--- src/rtl/regMapPkg.sv ---
package regMapPkg;

  // ******************************
  // AXI4-Lite bus
  // ******************************
  localparam int AxiAddrWidth = 8;
  localparam int AxiDataWidth = 32;

  localparam logic [1:0] RespOkay = 2'b00;

  // ******************************
  // control space offsets
  // ******************************
  localparam logic [AxiAddrWidth-1:0] RegVersion   = 8'h00;  // read only
  localparam logic [AxiAddrWidth-1:0] RegImageType = 8'h04;  // read only
  localparam logic [AxiAddrWidth-1:0] RegDacInSel  = 8'h08;  // three 2-bit fields
  localparam logic [AxiAddrWidth-1:0] RegDecInSel  = 8'h0C;
  localparam logic [AxiAddrWidth-1:0] RegSoftReset = 8'h10;  // write only, any data

  // width of each source-select field
  localparam int SelWidth = 2;

  // constant words returned on read
  localparam logic [AxiDataWidth-1:0] VersionNumber = 32'd433;
  localparam logic [AxiDataWidth-1:0] ImageTypeId   = 32'h0000_0002;  // trellis demod image

endpackage

--- src/rtl/signalPkg.sv ---
package signalPkg;

  // ******************************
  // sample and code widths
  // ******************************
  localparam int SampleWidth = 18;  // internal monitor word
  localparam int DemodWidth  = 14;  // raw demod word, padded with low zeros
  localparam int DacWidth    = 14;
  localparam int ModeWidth   = 5;
  localparam int DacSelWidth = 4;

  // demodulator mode codes
  localparam logic [ModeWidth-1:0] ModeFm         = 5'd1;
  localparam logic [ModeWidth-1:0] ModeBpsk       = 5'd3;
  localparam logic [ModeWidth-1:0] ModePcmTrellis = 5'd5;
  localparam logic [ModeWidth-1:0] ModeSoqpsk     = 5'd10;

  // DAC monitor codes produced by the trellis core
  localparam logic [DacSelWidth-1:0] DacTrellisI     = 4'd8;
  localparam logic [DacSelWidth-1:0] DacTrellisQ     = 4'd9;
  localparam logic [DacSelWidth-1:0] DacTrellisPhErr = 4'd10;
  localparam logic [DacSelWidth-1:0] DacTrellisIndex = 4'd11;

  // source selects, codes 2 and 3 fall back to the demod path
  localparam logic [1:0] SrcDemod      = 2'd0;
  localparam logic [1:0] SrcSubcarrier = 2'd1;

  // datapath reset length after a processor request
  localparam int ResetHoldCycles = 6;
  localparam int ResetCountWidth = $clog2(ResetHoldCycles + 1);

  function automatic logic isTrellisMode(input logic [ModeWidth-1:0] mode);
    return (mode == ModePcmTrellis) || (mode == ModeSoqpsk);
  endfunction

endpackage

--- src/rtl/regFile.sv ---
`timescale 1ns/1ns

module regFile (
  input  logic                              clk,
  input  logic                              rs,
  input  logic                              awValid_i,
  output logic                              awReady_o,
  input  logic [regMapPkg::AxiAddrWidth-1:0] awAddr_i,
  input  logic                              wValid_i,
  output logic                              wReady_o,
  input  logic [regMapPkg::AxiDataWidth-1:0] wData_i,
  output logic                              bValid_o,
  input  logic                              bReady_i,
  output logic [1:0]                        bResp_o,
  input  logic                              arValid_i,
  output logic                              arReady_o,
  input  logic [regMapPkg::AxiAddrWidth-1:0] arAddr_i,
  output logic                              rValid_o,
  input  logic                              rReady_i,
  output logic [regMapPkg::AxiDataWidth-1:0] rData_o,
  output logic [1:0]                        rResp_o,
  output logic [regMapPkg::SelWidth-1:0]    dacInSel0_o,
  output logic [regMapPkg::SelWidth-1:0]    dacInSel1_o,
  output logic [regMapPkg::SelWidth-1:0]    dacInSel2_o,
  output logic [regMapPkg::SelWidth-1:0]    decInSel_o,
  output logic                              softResetReq_o
);
  import regMapPkg::*;

  logic                    wrEn;
  logic                    rdEn;
  logic [AxiDataWidth-1:0] rdMux;

  // single outstanding transaction per channel
  assign awReady_o = !bValid_o;
  assign wReady_o  = !bValid_o;
  assign arReady_o = !rValid_o;

  assign wrEn = awValid_i && wValid_i && !bValid_o;  // address and data together
  assign rdEn = arValid_i && !rValid_o;

  assign bResp_o = RespOkay;
  assign rResp_o = RespOkay;

  // ******************************
  // write channel
  // ******************************
  always_ff @(posedge clk or posedge rs) begin
    if (rs) begin
      bValid_o       <= 1'b0;
      softResetReq_o <= 1'b0;
      dacInSel0_o    <= '0;
      dacInSel1_o    <= '0;
      dacInSel2_o    <= '0;
      decInSel_o     <= '0;
    end else begin
      softResetReq_o <= wrEn && (awAddr_i == RegSoftReset);  // one cycle pulse
      if (wrEn) begin
        bValid_o <= 1'b1;
      end else if (bReady_i) begin
        bValid_o <= 1'b0;
      end
      if (wrEn) begin
        case (awAddr_i)
          RegDacInSel: begin
            dacInSel0_o <= wData_i[SelWidth-1:0];
            dacInSel1_o <= wData_i[2*SelWidth-1:SelWidth];
            dacInSel2_o <= wData_i[3*SelWidth-1:2*SelWidth];
          end
          RegDecInSel: decInSel_o <= wData_i[SelWidth-1:0];
          default: ;  // soft reset and read-only words store nothing
        endcase
      end
    end
  end

  // ******************************
  // read channel
  // ******************************
  always_comb begin
    rdMux = '0;  // unmapped offsets and soft reset read zero
    case (arAddr_i)
      RegVersion:   rdMux = VersionNumber;
      RegImageType: rdMux = ImageTypeId;
      RegDacInSel:  rdMux[3*SelWidth-1:0] = {dacInSel2_o, dacInSel1_o, dacInSel0_o};
      RegDecInSel:  rdMux[SelWidth-1:0] = decInSel_o;
      default: ;
    endcase
  end

  always_ff @(posedge clk or posedge rs) begin
    if (rs) begin
      rValid_o <= 1'b0;
    end else if (rdEn) begin
      rValid_o <= 1'b1;
    end else if (rReady_i) begin
      rValid_o <= 1'b0;
    end
  end

  // data held until the master takes it
  always_ff @(posedge clk) begin
    if (rdEn) begin
      rData_o <= rdMux;
    end
  end

endmodule

--- src/rtl/resetStretch.sv ---
`timescale 1ns/1ns

module resetStretch (
  input  logic clk,
  input  logic rs,
  input  logic softResetReq_i,
  output logic dpReset_o
);
  import signalPkg::*;

  logic [ResetCountWidth-1:0] holdCount;

  // reload on power-on reset or a processor request
  always_ff @(posedge clk or posedge rs) begin
    if (rs) begin
      holdCount <= ResetCountWidth'(ResetHoldCycles);
    end else if (softResetReq_i) begin
      holdCount <= ResetCountWidth'(ResetHoldCycles);
    end else if (holdCount != '0) begin
      holdCount <= holdCount - 1'b1;
    end
  end

  assign dpReset_o = (holdCount != '0);  // high for exactly ResetHoldCycles

endmodule

--- src/rtl/dacSourceMux.sv ---
`timescale 1ns/1ns

module dacSourceMux (
  input  logic                            clk,
  input  logic                            rs,
  input  logic [signalPkg::ModeWidth-1:0]   demodMode_i,
  input  logic [signalPkg::DacSelWidth-1:0] dacSelect_i,
  input  logic [regMapPkg::SelWidth-1:0]    dacInSel_i,
  input  logic [signalPkg::DemodWidth-1:0]  demodData_i,
  input  logic                            demodSync_i,
  input  logic [signalPkg::SampleWidth-1:0] trellisData_i,
  input  logic                            trellisSync_i,
  input  logic [signalPkg::SampleWidth-1:0] scData_i,
  input  logic                            scSync_i,
  output logic [signalPkg::DacWidth-1:0]    dacData_o,
  output logic                            dacSync_o
);
  import signalPkg::*;
  import regMapPkg::*;

  logic [ModeWidth-1:0]   modeReg;
  logic [DacSelWidth-1:0] selectReg;
  logic [SelWidth-1:0]    inSelReg;
  logic [DemodWidth-1:0]  demodReg;
  logic                   demodSyncReg;
  logic [SampleWidth-1:0] trellisReg;
  logic                   trellisSyncReg;
  logic [SampleWidth-1:0] scReg;
  logic                   scSyncReg;
  logic                   useTrellis;
  logic [SampleWidth-1:0] chosenData;
  logic                   chosenSync;

  // input capture
  always_ff @(posedge clk) begin
    modeReg        <= demodMode_i;
    selectReg      <= dacSelect_i;
    inSelReg       <= dacInSel_i;
    demodReg       <= demodData_i;
    demodSyncReg   <= demodSync_i;
    trellisReg     <= trellisData_i;
    trellisSyncReg <= trellisSync_i;
    scReg          <= scData_i;
    scSyncReg      <= scSync_i;
  end

  // trellis monitor codes only count in a trellis mode
  always_comb begin
    case (selectReg)
      DacTrellisI, DacTrellisQ, DacTrellisPhErr, DacTrellisIndex:
        useTrellis = isTrellisMode(modeReg);
      default: useTrellis = 1'b0;
    endcase
  end

  always_comb begin
    if (inSelReg == SrcSubcarrier) begin
      chosenData = scReg;
      chosenSync = scSyncReg;
    end else if (useTrellis) begin
      chosenData = trellisReg;
      chosenSync = trellisSyncReg;
    end else begin
      chosenData = {demodReg, {(SampleWidth-DemodWidth){1'b0}}};  // pad low bits
      chosenSync = demodSyncReg;
    end
  end

  // ******************************
  // DAC output register
  // ******************************
  always_ff @(posedge clk or posedge rs) begin
    if (rs) begin
      dacData_o <= '0;
      dacSync_o <= 1'b0;
    end else begin
      // upper bits, two's complement to offset binary
      dacData_o <= {~chosenData[SampleWidth-1], chosenData[SampleWidth-2 -: DacWidth-1]};
      dacSync_o <= chosenSync;
    end
  end

endmodule

--- src/rtl/decoderInputMux.sv ---
`timescale 1ns/1ns

module decoderInputMux (
  input  logic                          clk,
  input  logic                          rs,
  input  logic [signalPkg::ModeWidth-1:0] demodMode_i,
  input  logic [regMapPkg::SelWidth-1:0]  decInSel_i,
  input  logic                          iBit_i,
  input  logic                          qBit_i,
  input  logic                          dataSymEn_i,
  input  logic                          dataSym2xEn_i,
  input  logic                          trellisBit_i,
  input  logic                          trellisSymEn_i,
  input  logic                          trellisSym2xEn_i,
  input  logic                          scIBit_i,
  input  logic                          scQBit_i,
  input  logic                          scSymEn_i,
  input  logic                          scSym2xEn_i,
  output logic                          decI_o,
  output logic                          decQ_o,
  output logic                          decSymEn_o,
  output logic                          decSym2xEn_o
);
  import signalPkg::*;
  import regMapPkg::*;

  logic [ModeWidth-1:0] modeReg;
  logic [SelWidth-1:0]  inSelReg;
  logic iBitReg;
  logic qBitReg;
  logic dataSymEnReg;
  logic dataSym2xEnReg;
  logic trellisBitReg;
  logic trellisSymEnReg;
  logic trellisSym2xEnReg;
  logic scIBitReg;
  logic scQBitReg;
  logic scSymEnReg;
  logic scSym2xEnReg;
  logic nextI;
  logic nextQ;
  logic nextSymEn;
  logic nextSym2xEn;

  // input capture
  always_ff @(posedge clk) begin
    modeReg           <= demodMode_i;
    inSelReg          <= decInSel_i;
    iBitReg           <= iBit_i;
    qBitReg           <= qBit_i;
    dataSymEnReg      <= dataSymEn_i;
    dataSym2xEnReg    <= dataSym2xEn_i;
    trellisBitReg     <= trellisBit_i;
    trellisSymEnReg   <= trellisSymEn_i;
    trellisSym2xEnReg <= trellisSym2xEn_i;
    scIBitReg         <= scIBit_i;
    scQBitReg         <= scQBit_i;
    scSymEnReg        <= scSymEn_i;
    scSym2xEnReg      <= scSym2xEn_i;
  end

  always_comb begin
    if (inSelReg == SrcSubcarrier) begin
      nextI       = scIBitReg;
      nextQ       = scQBitReg;
      nextSymEn   = scSymEnReg;
      nextSym2xEn = scSym2xEnReg;
    end else if (isTrellisMode(modeReg)) begin
      // trellis decision arrives with inverted polarity, same bit on I and Q
      nextI       = !trellisBitReg;
      nextQ       = !trellisBitReg;
      nextSymEn   = trellisSymEnReg;
      nextSym2xEn = trellisSym2xEnReg;
    end else begin
      nextI       = iBitReg;
      nextQ       = qBitReg;
      nextSymEn   = dataSymEnReg;
      nextSym2xEn = dataSym2xEnReg;
    end
  end

  always_ff @(posedge clk or posedge rs) begin
    if (rs) begin
      decI_o       <= 1'b0;
      decQ_o       <= 1'b0;
      decSymEn_o   <= 1'b0;
      decSym2xEn_o <= 1'b0;
    end else begin
      decI_o       <= nextI;
      decQ_o       <= nextQ;
      decSymEn_o   <= nextSymEn;
      decSym2xEn_o <= nextSym2xEn;
    end
  end

endmodule

--- src/rtl/dspTop.sv ---
`timescale 1ns/1ns

module dspTop (
  input  logic                              clk,
  input  logic                              rs,
  // AXI4-Lite control port
  input  logic                              awValid_i,
  output logic                              awReady_o,
  input  logic [regMapPkg::AxiAddrWidth-1:0] awAddr_i,
  input  logic                              wValid_i,
  output logic                              wReady_o,
  input  logic [regMapPkg::AxiDataWidth-1:0] wData_i,
  output logic                              bValid_o,
  input  logic                              bReady_i,
  output logic [1:0]                        bResp_o,
  input  logic                              arValid_i,
  output logic                              arReady_o,
  input  logic [regMapPkg::AxiAddrWidth-1:0] arAddr_i,
  output logic                              rValid_o,
  input  logic                              rReady_i,
  output logic [regMapPkg::AxiDataWidth-1:0] rData_o,
  output logic [1:0]                        rResp_o,
  input  logic [signalPkg::ModeWidth-1:0]    demodMode_i,
  // DAC channel 0
  input  logic [signalPkg::DacSelWidth-1:0]  dac0Select_i,
  input  logic [signalPkg::DemodWidth-1:0]   demod0Data_i,
  input  logic                              demod0Sync_i,
  input  logic [signalPkg::SampleWidth-1:0]  trellis0Data_i,
  input  logic                              trellis0Sync_i,
  input  logic [signalPkg::SampleWidth-1:0]  sc0Data_i,
  input  logic                              sc0Sync_i,
  output logic [signalPkg::DacWidth-1:0]     dac0Data_o,
  output logic                              dac0Sync_o,
  // DAC channel 1
  input  logic [signalPkg::DacSelWidth-1:0]  dac1Select_i,
  input  logic [signalPkg::DemodWidth-1:0]   demod1Data_i,
  input  logic                              demod1Sync_i,
  input  logic [signalPkg::SampleWidth-1:0]  trellis1Data_i,
  input  logic                              trellis1Sync_i,
  input  logic [signalPkg::SampleWidth-1:0]  sc1Data_i,
  input  logic                              sc1Sync_i,
  output logic [signalPkg::DacWidth-1:0]     dac1Data_o,
  output logic                              dac1Sync_o,
  // DAC channel 2
  input  logic [signalPkg::DacSelWidth-1:0]  dac2Select_i,
  input  logic [signalPkg::DemodWidth-1:0]   demod2Data_i,
  input  logic                              demod2Sync_i,
  input  logic [signalPkg::SampleWidth-1:0]  trellis2Data_i,
  input  logic                              trellis2Sync_i,
  input  logic [signalPkg::SampleWidth-1:0]  sc2Data_i,
  input  logic                              sc2Sync_i,
  output logic [signalPkg::DacWidth-1:0]     dac2Data_o,
  output logic                              dac2Sync_o,
  // bit streams for the decoder
  input  logic                              iBit_i,
  input  logic                              qBit_i,
  input  logic                              dataSymEn_i,
  input  logic                              dataSym2xEn_i,
  input  logic                              trellisBit_i,
  input  logic                              trellisSymEn_i,
  input  logic                              trellisSym2xEn_i,
  input  logic                              scIBit_i,
  input  logic                              scQBit_i,
  input  logic                              scSymEn_i,
  input  logic                              scSym2xEn_i,
  output logic                              decI_o,
  output logic                              decQ_o,
  output logic                              decSymEn_o,
  output logic                              decSym2xEn_o,
  output logic                              dacRst_o
);

  logic [regMapPkg::SelWidth-1:0] dacInSel0;
  logic [regMapPkg::SelWidth-1:0] dacInSel1;
  logic [regMapPkg::SelWidth-1:0] dacInSel2;
  logic [regMapPkg::SelWidth-1:0] decInSel;
  logic                           softResetReq;
  logic                           dpReset;

  assign dacRst_o = dpReset;  // DACs share the datapath reset

  // ******************************
  // control registers and reset
  // ******************************
  regFile u_regFile (
    .clk(clk), .rs(rs),
    .awValid_i(awValid_i), .awReady_o(awReady_o), .awAddr_i(awAddr_i),
    .wValid_i(wValid_i), .wReady_o(wReady_o), .wData_i(wData_i),
    .bValid_o(bValid_o), .bReady_i(bReady_i), .bResp_o(bResp_o),
    .arValid_i(arValid_i), .arReady_o(arReady_o), .arAddr_i(arAddr_i),
    .rValid_o(rValid_o), .rReady_i(rReady_i), .rData_o(rData_o), .rResp_o(rResp_o),
    .dacInSel0_o(dacInSel0), .dacInSel1_o(dacInSel1), .dacInSel2_o(dacInSel2),
    .decInSel_o(decInSel),
    .softResetReq_o(softResetReq)
  );

  resetStretch u_resetStretch (
    .clk(clk), .rs(rs),
    .softResetReq_i(softResetReq),
    .dpReset_o(dpReset)
  );

  // ******************************
  // DAC source selection
  // ******************************
  dacSourceMux u_dac0 (
    .clk(clk), .rs(dpReset), .demodMode_i(demodMode_i),
    .dacSelect_i(dac0Select_i), .dacInSel_i(dacInSel0),
    .demodData_i(demod0Data_i), .demodSync_i(demod0Sync_i),
    .trellisData_i(trellis0Data_i), .trellisSync_i(trellis0Sync_i),
    .scData_i(sc0Data_i), .scSync_i(sc0Sync_i),
    .dacData_o(dac0Data_o), .dacSync_o(dac0Sync_o)
  );

  dacSourceMux u_dac1 (
    .clk(clk), .rs(dpReset), .demodMode_i(demodMode_i),
    .dacSelect_i(dac1Select_i), .dacInSel_i(dacInSel1),
    .demodData_i(demod1Data_i), .demodSync_i(demod1Sync_i),
    .trellisData_i(trellis1Data_i), .trellisSync_i(trellis1Sync_i),
    .scData_i(sc1Data_i), .scSync_i(sc1Sync_i),
    .dacData_o(dac1Data_o), .dacSync_o(dac1Sync_o)
  );

  dacSourceMux u_dac2 (
    .clk(clk), .rs(dpReset), .demodMode_i(demodMode_i),
    .dacSelect_i(dac2Select_i), .dacInSel_i(dacInSel2),
    .demodData_i(demod2Data_i), .demodSync_i(demod2Sync_i),
    .trellisData_i(trellis2Data_i), .trellisSync_i(trellis2Sync_i),
    .scData_i(sc2Data_i), .scSync_i(sc2Sync_i),
    .dacData_o(dac2Data_o), .dacSync_o(dac2Sync_o)
  );

  // bit decoder input
  decoderInputMux u_decoderInputMux (
    .clk(clk), .rs(dpReset), .demodMode_i(demodMode_i), .decInSel_i(decInSel),
    .iBit_i(iBit_i), .qBit_i(qBit_i),
    .dataSymEn_i(dataSymEn_i), .dataSym2xEn_i(dataSym2xEn_i),
    .trellisBit_i(trellisBit_i), .trellisSymEn_i(trellisSymEn_i),
    .trellisSym2xEn_i(trellisSym2xEn_i),
    .scIBit_i(scIBit_i), .scQBit_i(scQBit_i),
    .scSymEn_i(scSymEn_i), .scSym2xEn_i(scSym2xEn_i),
    .decI_o(decI_o), .decQ_o(decQ_o),
    .decSymEn_o(decSymEn_o), .decSym2xEn_o(decSym2xEn_o)
  );

endmodule

--- config.mk ---
export PLATFORM = sky130hd
export DESIGN_NAME = dspTop
export DESIGN_NICKNAME = d
export VERILOG_FILES = /design/src/rtl/regMapPkg.sv /design/src/rtl/signalPkg.sv /design/src/rtl/regFile.sv /design/src/rtl/resetStretch.sv /design/src/rtl/dacSourceMux.sv /design/src/rtl/decoderInputMux.sv /design/src/rtl/dspTop.sv
export SDC_FILE = /design/constraint.sdc
export NUM_CORES = 1
export LEC_CHECK = 0
export ABC_AREA = 0
export BUFFER_PORTS_ARGS = -buffer_cell sky130_fd_sc_hd__buf_2
export CAP_MARGIN = 20
export CORE_ASPECT_RATIO = 0.6
export CORE_UTILIZATION = 45
export CTS_CLUSTER_SIZE = 12
export DETAILED_ROUTE_END_ITERATION = 8
export PLACE_DENSITY = 0.76
export SETUP_SLACK_MARGIN = 0.05
export SYNTH_ARGS = -nofsm -noshare
export SYNTH_HDL_FRONTEND = slang
export SYNTH_SLANG_ARGS = --single-unit
--- constraint.sdc ---
create_clock -name clk -period 2.9 [get_ports clk]
set_clock_uncertainty 0.15 [all_clocks]
set_input_delay 0.58 -clock clk [delete_from_list [all_inputs] [get_ports clk]]
set_output_delay 0.58 -clock clk [all_outputs]
set_load 0.005 [all_outputs]
; ---- Word-level counts from Yosys, hierarchy flattened
; Index checks and enable logic that the tools add are counted.
[totals]
reg_bits = 290
input_bits = 242
elab_cells = 134
[op_classes]
n_addsub = 1
n_eq_ne = 24
muxes = 32
n_bitwise = 3
reduce_logical = 18
[ops]
columns = operator, count
row1 = 18-bit 2-to-1 mux, 6
row2 = 4-bit equality test (second input constant), 12
row3 = 8-bit by 4-bit equality test with 1-bit output (second input constant), 4
row4 = 1-bit 2-to-1 mux, 21
row5 = 4-bit OR reduction, 3
row6 = 3-bit 2-to-1 mux, 3
row7 = 2-bit by 1-bit equality test with 1-bit output (second input constant), 4
row8 = 8-bit by 3-bit equality test with 1-bit output (second input constant), 1
row9 = 8-bit by 5-bit equality test with 1-bit output (second input constant), 1
row10 = 8-bit logical NOT, 1
row11 = 2-bit one-hot mux with 4 select lines, 1
row12 = 4-bit one-hot mux with 2 select lines, 1
row13 = 2-bit nonzero test, 3
row14 = 5-bit by 3-bit equality test with 1-bit output (second input constant), 1
row15 = 5-bit by 4-bit equality test with 1-bit output (second input constant), 1
row16 = 1-bit logical AND, 4
row17 = 2-bit AND reduction, 2
row18 = 1-bit logical NOT, 3
row19 = 1-bit inverter, 3
row20 = 3-bit nonzero test, 1
row21 = 3-bit by 1-bit subtractor with 3-bit output (second input constant), 1
row22 = 1-bit logical OR, 1

; ---- Depth between registers and ports, before layout
; Gate-level depths: netlist of run 1.
[depth]
ltp_word = 6
depth_mapped = 6

; ---- Modules after synthesis
; A second synthesis of run 1 with hierarchy kept.
[hier_totals]
hier_cells = 524
hier_area_um2 = 7372.1
[by_module_without_submodules]
columns = mod, n_inst, cells_each, area_each_um2
row1 = dacSourceMux, 3, 123, 1831.8
row2 = regFile, 1, 87, 1009.7
row3 = decoderInputMux, 1, 50, 676.9
row4 = resetStretch, 1, 18, 190.2

; ---- Least setup slack after synthesis of run 1
; No wires, ideal clock.
[synth_timing]
kind = input-to-reg
from = in awAddr_i[1] (netlist name)
to = reg u_regFile.dacInSel0_o[0] (netlist name)
setup_ns = 0.125
arrival_time_ns = 1.836
required_ns = 2.625
setup_slack_ns = 0.789
stages = 5
path_buffers = 1
path_cell_list = or4_4 -> nor3_2 -> and4bb_1 -> buf_6 -> mux2_4
[synth_via]
elab_chain_cells = 2
[synth_lines]
columns = element, line_no
row1 = start: declaration, dspTop.sv:9  ; input logic [regMapPkg::AxiAddrWidth-1:0] awAddr_i,
row2 = 8-bit by 4-bit equality test with 1-bit output, regFile.sv:64  ; case (awAddr_i)
row3 = 2-bit AND reduction (no line), n/a
row4 = end signal: assignment, regFile.sv:66  ; dacInSel0_o <= wData_i[SelWidth-1:0];
row5 = end: declaration, regFile.sv:22  ; output logic [regMapPkg::SelWidth-1:0] dacInSel0_o,
; Every way passes these cells.
; A chain may end at the register's enable or synchronous reset.

==> results of run 1 <==
[path summary, 6_finish.rpt]
check | startpoint | endpoint | slack, ns | cells after the start
worst max-delay path | u_decoderInputMux.modeReg[1] | u_dac1.dacData_o[13] | 0.47 | 4
worst min-delay path | sc2Data_i[8] | u_dac2.scReg[8] | 0.04 | 1
worst max register to register | u_decoderInputMux.modeReg[1] | u_dac1.dacData_o[13] | 0.47 | 4
worst min register to register | u_dac0.scReg[17] | u_dac0.dacData_o[13] | 0.26 | 1
max in group asynchronous | u_resetStretch.holdCount[0] | u_dac1.dacData_o[5] | 1.25 | 5
min in group asynchronous | u_resetStretch.holdCount[2] | u_decoderInputMux.decSym2xEn_o | 0.52 | 2
[synthesized netlist by cell type, drive strengths merged]
library cell  instances
nor3b                 3
o21bai                3
nor2                 50
buf                  35
nand3                 1
and4bb                2
conb                  1
xnor2                 1
and4b                 1
nor2b                 1
o31ai                 1
dfrtp                61
a21oi                49
ha                    2
nand2                 5
nor4bb                1
o21a                  3
nor4                  2
or4                   2
edfxtp                7
nor3                  2
nand3b                2
dfstp                 2
and3                  2
mux2                 11
o21ai                 6
nand2b                6
dfxtp               165
clkbuf                9
inv                   8
mux2i                47
[worst reg2reg max path, stage by stage (launching register included)]
cell and delay (ns):
sky130_fd_sc_hd__dfxtp_1 0.32, sky130_fd_sc_hd__nor4bb_2 0.92, sky130_fd_sc_hd__o21ai_4 0.39, sky130_fd_sc_hd__mux2_1 0.44, sky130_fd_sc_hd__mux2i_1 0.13
[final cells by class]
class,instances,area (um2)
clock buffers,39,645.6
clock inverters,1,5.005
fillers,1143,5833
inverters,8,30.03
multi-input cells,231,1521
flip-flops and latches,235,5092
well taps,198,247.7
repair buffers,254,1301
[kinds of logic after synthesis]
kind of cell | count (synthesis)
AO/OA/AOI/OAI | 62
buffers and inverters | 52
adder cells (fa/ha/maj) | 2
flip-flops | 235
other | 1
AND/OR/NAND/NOR | 80
multiplexers | 58
XOR/XNOR | 1
[routing by layer]
metal	global-route usage, %	up-vias	routed length [um]
met5	0	-	0
met4	4.209	0	222
met3	5.079	19	1184
met2	30.04	187	6671
met1	23.20	1992	6199
li1	-	2105	-
[per-stage QoR]
step	total power, mW	cells	util (%)
2_1_floorplan	3.863	518	-
5_1_grt	7.007	966	60.26
3_5_place_dp	4.168	925	55.75
3_3_place_gp	4.117	925	55.75
4_1_cts	6.776	966	60.26
6_report	6.690	966	60.26
[power by group]
part | switching, mW | total (mW) | internal (mW)
Sequential | 0.0634 | 3.52 | 3.45
Clock | 1.10 | 2.60 | 1.50
Combinational | 0.328 | 0.570 | 0.241
Total | 1.49 | 6.69 | 5.20
==> results.txt, run 1 <==
----------------------------------------------------
[Final layout]
  Layout Area Growth over Synthesis ... 29.40%
  Most frequent cells in the layout ... sky130_fd_sc_hd__buf_2 (248), sky130_fd_sc_hd__dfxtp_1 (165), sky130_fd_sc_hd__dfrtp_1 (61)
  Fin area ... 8843 um2
  Fraction of layout cells with a size suffix above 1 ... between 30 and 40%
  N_diodes ... 0
  Leading cell type in the layout, fill and taps excluded ... sky130_fd_sc_hd__buf_2
  Total Nets Final ... approximately 1000

[Min path]
  Worst hold path type ... primary input to flip-flop

[Clock tree]
  Clk slew on worst S/H paths ... 0.06 ns
  Worst-skew pair later-pin latency ... between 0.4 and 0.5 ns
  CTS H-tree depth ... 1
  Post-CTS Resized ... 0
  Clock Tree Buf Depth ... 3
  Number of buffers added for setup after CTS ... 0
  Number of sinks on the clock net ... between 200 and 250
  Cell at the root of the clock tree ... sky130_fd_sc_hd__clkbuf_16
  Cts bufs inserted ... 23
  Clock tree from TritonCTS ... yes
  Hold_buf cts ... 1

[STA]
  Unrepaired setup endpoints after global routing ... false
  Final period demand of the worst path ... 2.435 ns
  Final Worst Setup Slack ... about 0.47 ns
  Share of the clock period used by the worst path after layout ... roughly 84%
  Min Hold Slack ... 0.04084 ns
  Top achievable clock speed ... approximately 400 MHz
  Total count of max-transition violations in the final report ... 0
  Setup violation total in the final timing report ... 0
  Total Neg Setup Slack ... 0 ns
  Final count of hold timing violations ... 0
  Worst rel slew slack ... between 20 and 30%
  Measured slew at the worst slew-check pin ... 1.055 ns

[Floorplanning]
  Number of rows created at floorplan ... 34
  Die Footprint ... between 15000 and 20000 um2
  Height of the chip ... about 97 um
  Width of the chip ... ~160 um
  Starting density of the core ... ~47%
  Number of top-level design ports ... 333
  Core outline area ... 14680 um2

[Drt]
  Vias per cell ... between 4 and 5
  Total DRC errors in the routed layout ... 0
  Iter 0 DRT Violations ... roughly 230
  WL per Instance ... 14.78 um
  Final ANT Viol Nets ... 0
  Total routed wirelength ... about 14000 um
  Total via count in the routed design ... roughly 4300
  First-pass DRT Iterations ... 4

[Setup path]
  Largest delay contributor family on the critical path ... simple AND/OR/NAND/NOR gates
  Worst-path fanout max ... 15
  Category of the worst setup path launch point ... flip-flop
  Largest stage delay on the critical path ... between 0.9 and 1 ns
  Worst path required time ... ~3.2 ns
  Critical path data arrival time ... ~2.7 ns
  CP endpoint kind ... flip-flop
  Cell-by-cell listing of the critical path ... nor4bb_2 > o21ai_4 > mux2_1 > mux2i_1
  Critical-path cell with the highest stage delay ... sky130_fd_sc_hd__nor4bb_2
  Setup CP Type ... flip-flop to flip-flop
  Number of buffers and inverters on the critical path ... 0

[Synthesis]
  Largest family of logic cells by synthesized area ... multiplexers
  Adder-cell area share of the yosys netlist ... less than 1%
  Total standard cell area after synthesis ... ~6800 um2
  Synth warn ... 0
  Area leader, netlist ... sky130_fd_sc_hd__dfxtp_1
  Portion of synthesized cell area occupied by the leading cell type ... 48.33%
  Post-Synth XOR/XNOR Area ... 0.1282%
  Register bit total from synthesis ... approximately 240
  Post-synthesis mux area share ... under 10%
  Simple-gate portion of the synthesized area ... between 5 and 6%
  Mean instance size in the synthesized netlist ... 13.92 um2
  Number of distinct library cell variants in the gate-level netlist after synthesis ... 39
  Area fraction in compound gates after synthesis ... 5.291%
  Area contributors post-synth ... sky130_fd_sc_hd__dfxtp_1 (48%), sky130_fd_sc_hd__dfrtp_1 (22%), sky130_fd_sc_hd__mux2i_1 (6.9%)
  Share of synthesized area occupied by flip-flops and latches ... 74.51%
  Cells after synthesis ... 491

[Global routing]
  Global-route total usage across every layer ... around 18%
  Wire length of the first global-routing pass ... between 20000 and 25000 um
  Leftover overflow at the end of global routing ... 0
  Largest net degree at the start of global routing ... 30
  Antenna violations before repair ... 0
  Vias in the first global route ... around 4600

[Pwr]
  Power Dens Cells ... approximately 760 nW/um2
  Static Leakage ... 4.534 nW
  Largest vdd supply drop ... roughly 0.00061 V

[Run status]
  Outcome ... finished, final reports clean

[Placement]
  IO Port Bufs ... around 250
  Placer Congestion ... 0.8176
  Placed cell area ... between 8000 and 9000 um2
  Post-DP HPWL ... 10450 um
  Post-placement worst setup slack ... roughly 0.46 ns

[Job]
  Maximum Capacitance Violations ... 0

----------------------------------------------------
(Power assumes the default switching activity.)
==> run 2: changes to the inputs <==
Settings changed: CORE_UTILIZATION 45 to 41, PLACE_DENSITY 0.76 to 0.73.
Clock period 2.9 ns to 2 ns, I/O delays scaled along.
==> results.txt, run 2 (same netlist as run 1, synthesis figures left out) <==
----------------------------------------------------
[Run status]
  Outcome ... finished, final reports clean

[Final layout]
  Layout Area Growth over Synthesis ... 58.22%
  Total Nets Final ... between 1000 and 1500
  Most frequent cells in the layout ... sky130_fd_sc_hd__buf_2 (247), sky130_fd_sc_hd__dlygate4sd3_1 (169), sky130_fd_sc_hd__dfxtp_1 (165)
  Post-layout instance count excluding filler cells ... about 1200
  Fraction of layout cells with a size suffix above 1 ... 33.65%
  Filler cell count in the final layout ... 1118
  Leading cell type in the layout, fill and taps excluded ... sky130_fd_sc_hd__buf_2
  Fin area ... roughly 11000 um2

[Global routing]
  Wire length of the first global-routing pass ... around 27000 um
  Antenna violations before repair ... 1
  Largest net degree at the start of global routing ... 31
  Global-route total usage across every layer ... 20.02%
  Leftover overflow at the end of global routing ... 0
  Vias in the first global route ... between 5000 and 6000

[STA]
  Final Worst Setup Slack ... 0.03708 ns
  Worst rel slew slack ... a little over three fifths
  Final period demand of the worst path ... 1.963 ns
  Share of the clock period used by the worst path after layout ... between 90% and 100%
  Min Hold Slack ... 0.04636 ns
  Unrepaired setup endpoints after global routing ... true
  Total count of max-transition violations in the final report ... 0
  Measured slew at the worst slew-check pin ... 0.5522 ns
  Final count of hold timing violations ... 0
  Setup violation total in the final timing report ... 0
  Top achievable clock speed ... roughly 510 MHz

[Setup path]
  Worst-path fanout max ... 2
  Setup CP Type ... flip-flop to primary output
  Number of buffers and inverters on the critical path ... 2
  Largest delay contributor family on the critical path ... flip-flops
  Worst path required time ... roughly 1.5 ns
  Category of the worst setup path launch point ... flip-flop
  Largest stage delay on the critical path ... 0.53 ns
  Critical-path cell with the highest stage delay ... sky130_fd_sc_hd__dfstp_2
  Critical path data arrival time ... 1.41 ns
  Cell-by-cell listing of the critical path ... inv_2 > ha_4 > nand2b_4 > buf_6
  CP endpoint kind ... primary output

[Clock tree]
  Worst-skew pair later-pin latency ... 0.51 ns
  CTS H-tree depth ... 1
  Clk slew on worst S/H paths ... ~0.060 ns
  Clock Tree Buf Depth ... 3
  Number of sinks on the clock net ... about 240
  Cell at the root of the clock tree ... sky130_fd_sc_hd__clkbuf_16
  Clock tree from TritonCTS ... yes
  Cts bufs inserted ... 23

[Floorplanning]
  Height of the chip ... 102.0 um
  Die Footprint ... 17210 um2
  Core outline area ... about 16000 um2
  Number of top-level design ports ... 333
  Starting density of the core ... 42.03%
  Number of rows created at floorplan ... 36
  Width of the chip ... 168.7 um

[Drt]
  First-pass DRT Iterations ... 4
  Vias per cell ... between 4 and 5
  Iter 0 DRT Violations ... approximately 160
  Total routed wirelength ... about 18000 um
  Total DRC errors in the routed layout ... 0
  Total via count in the routed design ... 5054
  WL per Instance ... 14.94 um
  Final ANT Viol Nets ... 0

[Pwr]
  Total power consumption of the routed design ... 10.19 mW
  Largest vdd supply drop ... about 0.0006 V
  Power Dens Cells ... roughly 940 nW/um2
  Static Leakage ... approximately 5.4 nW

[Placement]
  Post-DP HPWL ... 9691 um
  DP Cell Count ... between 900 and 1000
  IO Port Bufs ... about 250
  Placed cell area ... around 8300 um2
  Placer Congestion ... 0.7223
  Post-placement worst setup slack ... -0.1198 ns

[Min path]
  Worst hold path type ... primary input to flip-flop

[Job]
  Maximum Capacitance Violations ... 0

----------------------------------------------------
## run 2: timing repair
item,CTS,global route
setup buffers,10,0
endpoints found under the hold margin,180,0
resized for setup,5,0
hold buffers,169,0
pin swaps,2,0
gates cloned,0,0
endpoints found under the setup margin,4,1
## run 2: tightest hold or removal path, cell delays in order
cell                     delay, ns
sky130_fd_sc_hd__buf_2        0.09
sky130_fd_sc_hd__or4_1        0.10
sky130_fd_sc_hd__nor4_1       0.06
## run 2: layer usage
metal	vias up	routed length (um)	GRT usage, %
li1	2475	-	-
met1	2346	7364	23.49
met2	200	8782	36.08
met3	33	1199	5.693
met4	0	368	6.014
met5	-	0	0
## run 2: path summary, 6_finish.rpt
check	slack (ns)	start	endpoint	cells after the start
hold reg to reg	0.25	u_regFile.decInSel_o[0]	u_decoderInputMux.inSelReg[0]	0
setup / recovery	0.04	u_resetStretch.holdCount[1]	dacRst_o	4
hold / removal	0.05	awAddr_i[7]	u_regFile.softResetReq_o	3
min in group asynchronous	0.35	rs	u_regFile.rValid_o	3
max in group asynchronous	0.61	u_resetStretch.holdCount[0]	u_dac1.dacData_o[12]	6
setup reg to reg	0.21	u_decoderInputMux.modeReg[2]	u_dac1.dacData_o[13]	6
## run 2: report_power, final
| group | switching, mW | total (mW) | internal (mW) |
|---|---|---|---|
| Clock | 1.70 | 3.93 | 2.22 |
| Combinational | 0.554 | 1.17 | 0.612 |
| Sequential | 0.0955 | 5.10 | 5.00 |
## run 2: metrics by stage
| step | TNS (ns) | util [%] |
|---|---|---|
| 2_1_floorplan | 0 | - |
| 6_report | 0 | 66.50 |
| 4_1_cts | 0 | 66.48 |
| 3_3_place_gp | -0.6544 | 51.04 |
| 3_5_place_dp | -0.7435 | 51.04 |
| 5_1_grt | -0.01461 | 66.50 |
## run 2: area by class of cell
cell class | instances | area, um2 | share of cell area [%]
Tap cell | 228 | 285.3 | 2.638
Inverter | 8 | 33.78 | 0.3124
Sequential cell | 235 | 5092 | 47.10
Antenna cell | 1 | 2.502 | 0.02314
Timing Repair Buffer | 442 | 3189 | 29.50
Multi-Input combinational cell | 231 | 1541 | 14.26
Clock buffer | 40 | 659.4 | 6.098
Clock inverter | 1 | 8.758 | 0.08100
